File: src/rtl/box_pkg.sv
`default_nettype none

package box_pkg;

  // image geometry.
  localparam int IMG_COLS = 16;
  localparam int IMG_ROWS = 12;
  localparam int WIN      = 5;

  localparam int PIX_W     = 8;
  localparam int COL_SUM_W = 11;  // 5 x 255 = 1275.
  localparam int WIN_SUM_W = 13;  // 25 x 255 = 6375.

  // pixel strobe to result strobe.
  localparam int PIPE_LAT   = 4;
  localparam int CENTER_OFS = 2;

  typedef logic [PIX_W-1:0]     pix_t;
  typedef logic [COL_SUM_W-1:0] col_sum_t;
  typedef logic [WIN_SUM_W-1:0] win_sum_t;

  typedef logic [$clog2(IMG_COLS)-1:0] col_idx_t;
  typedef logic [$clog2(IMG_ROWS)-1:0] row_idx_t;

endpackage

`default_nettype wire

File: src/rtl/delay_line.sv
`default_nettype none

module delay_line #(
  parameter type T     = logic [7:0],
  parameter int  DEPTH = 2
) (
  input  wire   clk,
  input  wire   rst_n,
  input  wire   i_en,
  input  wire T i_d,
  output T      o_q
);

  T sr [DEPTH];

  always_ff @(posedge clk) begin
    if (!rst_n) begin
      for (int k = 0; k < DEPTH; k++) begin
        sr[k] <= '0;
      end
    end else if (i_en) begin
      sr[0] <= i_d;
      for (int k = 1; k < DEPTH; k++) begin
        sr[k] <= sr[k-1];
      end
    end
  end

  // oldest entry, written DEPTH steps back.
  assign o_q = sr[DEPTH-1];

endmodule

`default_nettype wire

File: src/rtl/line_buffer.sv
`default_nettype none

module line_buffer (
  input  wire                    clk,
  input  wire                    rst_n,
  input  wire                    i_wr,
  input  wire box_pkg::col_idx_t i_col,
  input  wire box_pkg::pix_t     i_pix,
  output logic                   o_col_valid,
  output box_pkg::pix_t          o_tap0,
  output box_pkg::pix_t          o_tap1,
  output box_pkg::pix_t          o_tap2,
  output box_pkg::pix_t          o_tap3,
  output box_pkg::pix_t          o_tap4
);
  import box_pkg::*;

  // mem[0] holds the previous row, mem[WIN-2] the oldest.
  pix_t mem [WIN-1][IMG_COLS];

  always_ff @(posedge clk) begin
    if (i_wr) begin
      mem[0][i_col] <= i_pix;
      for (int k = 1; k < WIN - 1; k++) begin
        mem[k][i_col] <= mem[k-1][i_col];
      end
      o_tap0 <= mem[3][i_col];  // row r-4.
      o_tap1 <= mem[2][i_col];
      o_tap2 <= mem[1][i_col];
      o_tap3 <= mem[0][i_col];
      o_tap4 <= i_pix;          // current row.
    end
  end

  always_ff @(posedge clk) begin
    if (!rst_n) begin
      o_col_valid <= 1'b0;
    end else begin
      o_col_valid <= i_wr;
    end
  end

endmodule

`default_nettype wire

File: src/rtl/column_adder.sv
`default_nettype none

module column_adder (
  input  wire                clk,
  input  wire                rst_n,
  input  wire                i_valid,
  input  wire box_pkg::pix_t i_tap0,
  input  wire box_pkg::pix_t i_tap1,
  input  wire box_pkg::pix_t i_tap2,
  input  wire box_pkg::pix_t i_tap3,
  input  wire box_pkg::pix_t i_tap4,
  output logic               o_sum_valid,
  output box_pkg::col_sum_t  o_col_sum,
  output box_pkg::pix_t      o_mid
);
  import box_pkg::*;

  logic           s1_valid;
  logic [PIX_W:0] s1_p01;
  logic [PIX_W:0] s1_p23;
  pix_t           s1_t4;
  pix_t           s1_t2;

  // stage one adds the tap pairs.
  always_ff @(posedge clk) begin
    if (i_valid) begin
      s1_p01 <= {1'b0, i_tap0} + {1'b0, i_tap1};
      s1_p23 <= {1'b0, i_tap2} + {1'b0, i_tap3};
      s1_t4  <= i_tap4;
      s1_t2  <= i_tap2;
    end
  end

  // stage two adds up the column.
  always_ff @(posedge clk) begin
    if (s1_valid) begin
      o_col_sum <= col_sum_t'(s1_p01) + col_sum_t'(s1_p23) + col_sum_t'(s1_t4);
      o_mid     <= s1_t2;
    end
  end

  always_ff @(posedge clk) begin
    if (!rst_n) begin
      s1_valid    <= 1'b0;
      o_sum_valid <= 1'b0;
    end else begin
      s1_valid    <= i_valid;
      o_sum_valid <= s1_valid;
    end
  end

endmodule

`default_nettype wire

File: src/rtl/window_accumulator.sv
`default_nettype none

module window_accumulator (
  input  wire                    clk,
  input  wire                    i_en,
  input  wire                    i_ld,
  input  wire                    i_sub,
  input  wire box_pkg::col_sum_t i_new,
  input  wire box_pkg::col_sum_t i_old,
  output box_pkg::win_sum_t      o_sum
);
  import box_pkg::*;

  win_sum_t add_term;
  win_sum_t sub_term;

  assign add_term = win_sum_t'(i_new);
  // column leaving the window, once five are in.
  assign sub_term = i_sub ? win_sum_t'(i_old) : '0;

  always_ff @(posedge clk) begin
    if (i_ld) begin
      o_sum <= add_term;  // first column of a row.
    end else if (i_en) begin
      o_sum <= o_sum + add_term - sub_term;
    end
  end

endmodule

`default_nettype wire

File: src/rtl/box_ctrl.sv
`default_nettype none

module box_ctrl (
  input  wire                clk,
  input  wire                rst_n,
  input  wire                i_pix_valid,
  input  wire                i_frame_start,
  output logic               o_lb_wr,
  output box_pkg::col_idx_t  o_col,
  output logic               o_acc_en,
  output logic               o_acc_ld,
  output logic               o_acc_sub,
  output logic               o_sum_valid,
  output logic               o_frame_done
);
  import box_pkg::*;

  // flag stages ahead of the output register.
  localparam int STAGES = PIPE_LAT - 1;

  col_idx_t          col_q;
  row_idx_t          row_q;
  logic              pix_ok;
  logic              busy;
  logic              flush;
  logic              col_last;
  logic              row_last;
  logic [STAGES-1:0] vld_q;
  logic [STAGES-1:0] win_q;
  logic [STAGES-1:0] first_q;
  logic [STAGES-1:0] sub_q;
  logic [STAGES-1:0] last_q;

  assign busy     = (col_q != '0) || (row_q != '0);
  assign flush    = i_frame_start && busy;  // abandons the frame in flight.
  assign pix_ok   = i_pix_valid && !i_frame_start;
  assign col_last = (col_q == col_idx_t'(IMG_COLS - 1));
  assign row_last = (row_q == row_idx_t'(IMG_ROWS - 1));

  assign o_lb_wr = pix_ok;
  assign o_col   = col_q;

  always_ff @(posedge clk) begin
    if (!rst_n) begin
      col_q <= '0;
      row_q <= '0;
    end else if (i_frame_start) begin
      col_q <= '0;
      row_q <= '0;
    end else if (pix_ok) begin
      if (col_last) begin
        col_q <= '0;
        row_q <= row_last ? '0 : row_q + 1'b1;  // wraps at frame end.
      end else begin
        col_q <= col_q + 1'b1;
      end
    end
  end

  // per-pixel conditions, matched to the datapath depth.
  always_ff @(posedge clk) begin
    if (!rst_n || flush) begin
      vld_q   <= '0;
      win_q   <= '0;
      first_q <= '0;
      sub_q   <= '0;
      last_q  <= '0;
    end else begin
      vld_q   <= {vld_q[STAGES-2:0], pix_ok};
      win_q   <= {win_q[STAGES-2:0], (row_q >= WIN - 1) && (col_q >= WIN - 1)};
      first_q <= {first_q[STAGES-2:0], col_q == '0};
      sub_q   <= {sub_q[STAGES-2:0], col_q >= WIN};
      last_q  <= {last_q[STAGES-2:0], row_last && col_last};
    end
  end

  // lines up with column_adder's o_sum_valid.
  assign o_acc_en  = vld_q[STAGES-1];
  assign o_acc_ld  = vld_q[STAGES-1] && first_q[STAGES-1];
  assign o_acc_sub = vld_q[STAGES-1] && sub_q[STAGES-1];

  always_ff @(posedge clk) begin
    if (!rst_n || flush) begin
      o_sum_valid  <= 1'b0;
      o_frame_done <= 1'b0;
    end else begin
      o_sum_valid  <= vld_q[STAGES-1] && win_q[STAGES-1];
      o_frame_done <= vld_q[STAGES-1] && last_q[STAGES-1];
    end
  end

endmodule

`default_nettype wire

File: src/rtl/box_sum_top.sv
`default_nettype none

module box_sum_top (
  input  wire                clk,
  input  wire                rst_n,
  input  wire                i_pix_valid,
  input  wire box_pkg::pix_t i_pix,
  input  wire                i_frame_start,
  output logic               o_sum_valid,
  output box_pkg::win_sum_t  o_sum,
  output box_pkg::pix_t      o_center,
  output logic               o_frame_done
);
  import box_pkg::*;

  logic     lb_wr;
  col_idx_t lb_col;
  logic     acc_en;
  logic     acc_ld;
  logic     acc_sub;
  logic     tap_valid;
  pix_t     tap0;
  pix_t     tap1;
  pix_t     tap2;
  pix_t     tap3;
  pix_t     tap4;
  logic     col_valid;
  col_sum_t col_sum;
  col_sum_t old_sum;
  pix_t     mid_pix;

  box_ctrl u_ctrl (
    .clk           (clk),
    .rst_n         (rst_n),
    .i_pix_valid   (i_pix_valid),
    .i_frame_start (i_frame_start),
    .o_lb_wr       (lb_wr),
    .o_col         (lb_col),
    .o_acc_en      (acc_en),
    .o_acc_ld      (acc_ld),
    .o_acc_sub     (acc_sub),
    .o_sum_valid   (o_sum_valid),
    .o_frame_done  (o_frame_done)
  );

  line_buffer u_lb (
    .clk         (clk),
    .rst_n       (rst_n),
    .i_wr        (lb_wr),
    .i_col       (lb_col),
    .i_pix       (i_pix),
    .o_col_valid (tap_valid),
    .o_tap0      (tap0),
    .o_tap1      (tap1),
    .o_tap2      (tap2),
    .o_tap3      (tap3),
    .o_tap4      (tap4)
  );

  column_adder u_col (
    .clk         (clk),
    .rst_n       (rst_n),
    .i_valid     (tap_valid),
    .i_tap0      (tap0),
    .i_tap1      (tap1),
    .i_tap2      (tap2),
    .i_tap3      (tap3),
    .i_tap4      (tap4),
    .o_sum_valid (col_valid),
    .o_col_sum   (col_sum),
    .o_mid       (mid_pix)
  );

  // column sum from five columns back.
  delay_line #(.T(col_sum_t), .DEPTH(WIN)) u_sub_dly (
    .clk   (clk),
    .rst_n (rst_n),
    .i_en  (col_valid),
    .i_d   (col_sum),
    .o_q   (old_sum)
  );

  // one extra step holds the centre with o_sum.
  delay_line #(.T(pix_t), .DEPTH(CENTER_OFS + 1)) u_ctr_dly (
    .clk   (clk),
    .rst_n (rst_n),
    .i_en  (col_valid),
    .i_d   (mid_pix),
    .o_q   (o_center)
  );

  window_accumulator u_acc (
    .clk   (clk),
    .i_en  (acc_en),
    .i_ld  (acc_ld),
    .i_sub (acc_sub),
    .i_new (col_sum),
    .i_old (old_sum),
    .o_sum (o_sum)
  );

endmodule

`default_nettype wire

File: config.mk
export PLATFORM = sky130hd
export DESIGN_NAME = box_sum_top
export DESIGN_NICKNAME = d
export VERILOG_FILES = /design/src/rtl/box_pkg.sv /design/src/rtl/delay_line.sv /design/src/rtl/line_buffer.sv /design/src/rtl/column_adder.sv /design/src/rtl/window_accumulator.sv /design/src/rtl/box_ctrl.sv /design/src/rtl/box_sum_top.sv
export SDC_FILE = /design/constraint.sdc
export NUM_CORES = 1
export LEC_CHECK = 0
export BUFFER_PORTS_ARGS = -buffer_cell sky130_fd_sc_hd__clkbuf_2
export CORE_MARGIN = 10
export CORE_UTILIZATION = 57
export DETAILED_ROUTE_END_ITERATION = 16
export PLACE_DENSITY = 0.88
export SYNTH_ARGS = -nofsm -noshare
export SYNTH_HDL_FRONTEND = slang
export SYNTH_SLANG_ARGS = --single-unit
export TNS_END_PERCENT = 5
File: constraint.sdc
create_clock -name clk -period 5.7 [get_ports clk]
set_clock_uncertainty 0.2 [all_clocks]
set_input_delay 0.285 -clock clk [delete_from_list [all_inputs] [get_ports clk]]
set_output_delay 0.285 -clock clk [all_outputs]
set_load 0.005 [all_outputs]
======== Word-level counts from Yosys, hierarchy flattened ========
Memories as Yosys holds them, arrays and structs flattened.
Cells that the tools add are included.
operators by class
  add/sub/neg operators ................... 8
  order comparisons ....................... 5
  equal/unequal tests ..................... 2
  mux-type cells .......................... 33
  bitwise operators ....................... 10
  reductions and logical operators ........ 19
operator list
  kind                                                                number
  binary-select mux 8 bit (select 4 bit)                              4
  2-to-1 mux 128 bit                                                  1
  2-to-1 mux 8 bit                                                    12
  2-to-1 mux 11 bit                                                   8
  demux 8 bit (select 4 bit)                                          1
  adder 8 x 8 -> 9 bit                                                2
  adder 13 x 11 -> 13 bit                                             1
  subtractor 13 x 11 -> 13 bit                                        1
  greater-or-equal comparator 4 x 3 -> 1 bit (second input constant)  3
  adder 11 x 8 -> 11 bit                                              1
  adder 9 x 9 -> 10 bit                                               1
  logical AND 1 bit                                                   9
  adder 4 x 1 -> 4 bit (second input constant)                        2
  == test 4 bit (second input constant)                               2
  2-to-1 mux 4 bit                                                    2
  bitwise OR 1 bit                                                    8
  nonzero test 4 bit                                                  2
  greater-or-equal comparator 5 bit (second input constant)           1
  less-than comparator 5 x 1 -> 1 bit (second input constant)         1
  2-to-1 mux 1 bit                                                    5
  inverter 4 -> 5 bit                                                 1
  zero test 4 bit                                                     1
  zero test 1 bit                                                     2
  logical OR 1 bit                                                    2
  4 further kinds                                                     4
word-level totals
  register bits after elaboration ......... 134
  bits in writable memories ............... 591
  input port bits ......................... 12
  output and inout port bits .............. 23
  word-level logic and storage cells ...... 105
  memories kept ........................... 3
memory list
  memory        depth  bits a word  rd ports  clocked after Yosys merged registers in  wr ports  RTL line           RTL
  u_lb.mem      4      128          4         0                                        4         line_buffer.sv:19  pix_t mem [WIN-1][IMG_COLS];
  u_sub_dly.sr  5      11           5         0                                        5         delay_line.sv:14   T sr [DEPTH];
  u_ctr_dly.sr  3      8            3         0                                        3         delay_line.sv:14

======== Logic depth before layout (Yosys ltp) ========
  depth in word-level cells ............... 6
  mapped depth ............................ 15
  depth with buffers taken out ............ 15

======== By module ========
Synthesis repeated with hierarchy kept, for this count alone.
unflattened totals
  cell total of the unflattened synthesis .. 1510
  area total of the unflattened synthesis .. 28878.9 µm²
by module, submodules not included
  module                  instances  cells each  area an instance (µm²)  seq. area each (µm²)
  line_buffer             1          850         20455.9                 16595.9
  column_adder            1          187         2751.4                  1631.6
  delay_line (u_sub_dly)  1          134         2174.6                  1651.6
  window_accumulator      1          182         1529.0                  370.4
  box_ctrl                1          96          993.5                   500.5
  delay_line (u_ctr_dly)  1          61          974.7                   720.7

======== Worst setup path after synthesis ========
OpenSTA, ideal clock, no wires.
  path type ............................... input -> register
  start point ............................. input i_pix_valid
  end point ............................... memory u_lb.mem[0][104] in the netlist's numbering (enable)
  library setup time ...................... 461 ps
  data arrival time ....................... 4877 ps
  required time ........................... 5039 ps
  setup slack ............................. 163 ps
  cell stages on the path ................. 4
  buffers on the path ..................... 0
  cells stage by stage .................... inv_1 > nor2_1 > nand2_1 > nor3_1
RTL lines
  what         RTL line           RTL
  from (decl)  box_sum_top.sv:6   input wire i_pix_valid,
  to (decl)    line_buffer.sv:19

==> results.md <==
Setup path:
- The startpoint type of the worst setup path is a flip-flop.
- The endpoint type of the worst setup path is a flip-flop.
- The critical path required time is 5.78 ns.
- Of all nets on the critical path, the largest fanout is 71.
- By startpoint and endpoint, the worst setup path is classified as reg2reg.
- The data arrival time at the worst-slack endpoint is 3.92 ns.

Timing:
- The total count of hold-check failures in the final report is 0.
- Setup repair after global routing left no endpoint under its margin.
- The number of slew-limit violations in the final report is 0.
- The maximum clock frequency is 260 MHz.
- The final cycle utilization of the critical path is 0.675.
- The worst path needs 3.85 ns of the cycle, external delays included.
- After routing, the total negative slack on setup checks comes to 0 ns.
- At the pin with the least slew margin, the transition time is 1.34 ns.
- The least setup slack across all paths after layout is 1.85 ns.
- The number of setup violations in the final report is 0.
- The remaining max-slew budget at the tightest pin is 0.103.

Routing:
- The remaining design rule violation count is 0.
- The post-detailed-route wirelength per cell is 28.8 µm.
- The detailed router's first-iteration violation count is 1,827.
- Dividing the detail-routed via count by the number of cells gives 6.44.
- For this block, the via count after detailed routing is 14.5k.
- The number of iterations in the first detailed-routing pass is 5.
- After detailed routing, the total wire length is 64,700 µm.
- In this run the remaining antenna-violating nets after routing total 0.

Floorplan:
- The initial standard-cell utilization of the core is 0.576.
- The number of core rows is 82.
- From bottom edge to top edge, the die measures 245 µm.
- The floorplan step defined a die boundary enclosing 60,100 µm².
- The number of placed I/O pins is 35.
- Measured along the x axis, the die boundary spans 245 µm.
- In this run the standard cell core region covers 50,200 µm².

CTS:
- The later-pin clock latency in the skew report is 0.62 ns.
- The clock root buffer master is clkbuf_16.
- The TritonCTS clock tree is built.
- The number of sinks handled by clock tree synthesis is 725.
- After clock tree synthesis, the flow added hold-fix buffers numbering 9.
- The number of buffers inserted by post-CTS setup repair is 0.
- The H-tree level count is 3.
- The clock transition at the registers of the reported paths is 0.06 ns.
- The number of clock buffers inserted by TritonCTS is 70.
- Counting along the longest clock path gives a buffer depth of 3.
- In this run, post-CTS repair resized a total of 0 instances.

Layout:
- The multi-input combinational cells in the finished layout cover a total of 6880 µm².
- The library cells used most frequently in the layout, excluding fill and tap cells, are edfxtp_1 (695), mux4_2 (160), and3_1 (95).
- The filler cell count is 3,035.
- The share of post-route cells with drive strength above 1 is 0.211.
- Registers take 21,500 µm².
- The net count reported at finish is 1,608.
- The most common library cell in the layout ignoring fill and taps is edfxtp_1.
- The signed area change from the synthesized netlist to the final layout is 11.2%.
- The repair_antennas step left the layout with diodes totalling 0.

Global routing:
- The maximum number of pins on one net before global-route repair is 85.
- The aggregate global routing overflow is 0.
- The first global-routing pass estimated 97,100 µm of wire.
- In the global route stage, overall resource usage came out at 0.219.
- The initial antenna violation count is 1.
- The number of global-route vias before repair is 15.0k.

Synth:
- The post-synthesis async set-or-reset flop share is 0.
- The gate count of the mapped netlist is 1,460.
- Among all flip-flop cells after synthesis, the most frequent one is edfxtp_1.
- The synthesis-stage register bit count is 725.
- The average instance in the mapped netlist occupies 19.8 µm².
- The post-synth net total is 1,540.
- The number of synthesized flops with an enable pin is 695.
- The share of the Yosys chip area taken by registers is 0.743.
- The count of different cell masters after synthesis is 46.
- Yosys printed 0 warnings.
- The summed instance area of the synthesized netlist is 28,900 µm².

Placement:
- Buffers placed on the I/O ports in this run total 34.
- Summed over all nets, the half-perimeter wirelength after detailed placement is 33,500 µm.
- The final weighted congestion of routability-driven global placement is 0.849.
- Before CTS, the worst setup slack after placement is 2.01 ns.

Power:
- Dividing total power by cell area gives a power density of 343 nW/µm².
- Summed over all cells, the static leakage comes to 10.9 nW.
- IR analysis of the VDD net gives a maximum drop of 0.391 mV.

Run status:
- The run finished with clean final reports.

Flow run:
- Across the run, the number of max-cap violations was 0.

Hold path:
- The min-delay analysis places its worst path in the category in2reg.
[routing by layer]
metal | share of wire | vias to the layer above | global-route usage
met5 | 0.00019 | - | 0
met4 | 0.043 | 2 | 0.101
met3 | 0.085 | 200 | 0.0443
met2 | 0.52 | 890 | 0.376
met1 | 0.35 | 7437 | 0.265
li1 | - | 5944 | -
[worst max-delay path: stages (launching register included)]
cell	delay (ns)
dfxtp_4	1.01
ha_1	0.36
nand3b_1	0.37
nor3_2	1.13
buf_4	0.43
[power by group]
group	switching (W)	total, W	internal [W]
Sequential	0.0000449	0.00598	0.00594
Combinational	0.000296	0.000491	0.000195
Clock	0.00199	0.00454	0.00255
[worst paths after layout]
| kind | start | end | slack (ns) | depth (start not counted) |
|---|---|---|---|---|
| setup / recovery | u_ctrl.o_col[1]$_SDFFE_PP0P_ | u_lb.mem[3][98]$_DFFE_PP_ | 1.85 | 4 |
| hold / removal | rst_n | u_col.s1_valid$_SDFF_PN0_ | 0.21 | 3 |
| setup reg to reg | u_ctrl.o_col[1]$_SDFFE_PP0P_ | u_lb.mem[3][98]$_DFFE_PP_ | 1.85 | 4 |
| hold reg to reg | u_col.s1_t2[5]$_DFFE_PP_ | u_col.o_mid[5]$_DFFE_PP_ | 0.22 | 0 |
[cell families (layout without fill, tap and decap cells)]
family	count (synthesis)	in the layout	synth area share
AO/OA/AOI/OAI	93	93	0.0200
adder cells (fa/ha/maj)	68	68	0.0334
multiplexers	165	165	0.126
buffers and inverters	144	260	0.0226
AND/OR/NAND/NOR	230	230	0.0437
XOR/XNOR	35	35	0.0106
flip-flops	725	725	0.743
[per-stage QoR]
| stage | hold slack [ns] | utilization | area, µm² | std cells | power (W) |
|---|---|---|---|---|---|
| after floorplan | 0.184 | - | 28900 | 1460 | 0.00642 |
| after global placement | 0.205 | 0.595 | 29800 | 2119 | 0.00653 |
| after detailed placement | 0.205 | 0.595 | 29800 | 2119 | 0.00657 |
| after CTS | 0.172 | 0.640 | 32100 | 2248 | 0.0110 |
| after global routing | 0.227 | 0.640 | 32100 | 2248 | 0.0113 |
| final | 0.214 | 0.640 | 32100 | 2248 | 0.0110 |
[Yosys cell counts (all sizes together) (2+ instances only)]
cell    instances  area, µm²
edfxtp        695      20900
and2           13       81.3
nand2          27        101
ha             53        663
o41ai           3       26.3
a21oi          27        135
buf            31        228
nand3           7       35.0
mux2i           5       50.1
nor3b           2       15.0
nand3b          3       22.5
o21bai          4       30.0
o21a            6       45.0
xor2           14        123
o21ai          24        120
and3           96        601
a31oi           2       12.5
mux4          160       3600
inv            71        267
xnor2          21        184
nand2b         10       62.6
o31ai           3       22.5
nor3           16       80.1
dfxtp          30        601
nor2           38        143
o211ai          3       22.5
fa             15        300
a21o           14        105
nor2b           9       56.3
or3             2       12.5
a41oi           2       17.5
clkbuf         42        158
nand4           3       18.8
[final cells by class]
cell class                      count  area share
Sequential cell                   725       0.669
Multi-Input combinational cell    591       0.214
Clock buffer                       86      0.0567
Timing Repair Buffer               69      0.0146
Inverter                           71     0.00830
Clock inverter                     34      0.0109
Tap cell                          672      0.0262
[registers in the layout (all words and copies together), names as in the netlist, 8 cells and up]
register         flops
u_lb.mem           512
u_col.o_mid          8
u_col.s1_p23         9
u_ctr_dly.sr        24
u_col.s1_p01         9
u_col.s1_t4          8
u_lb.o_tap3          8
u_col.o_col_sum     11
u_lb.o_tap2          8
u_acc.o_sum         13
u_col.s1_t2          8
u_lb.o_tap1          8
u_lb.o_tap4          8
u_sub_dly.sr        55
u_lb.o_tap0          8
Power figures use the tool's default switching activity.
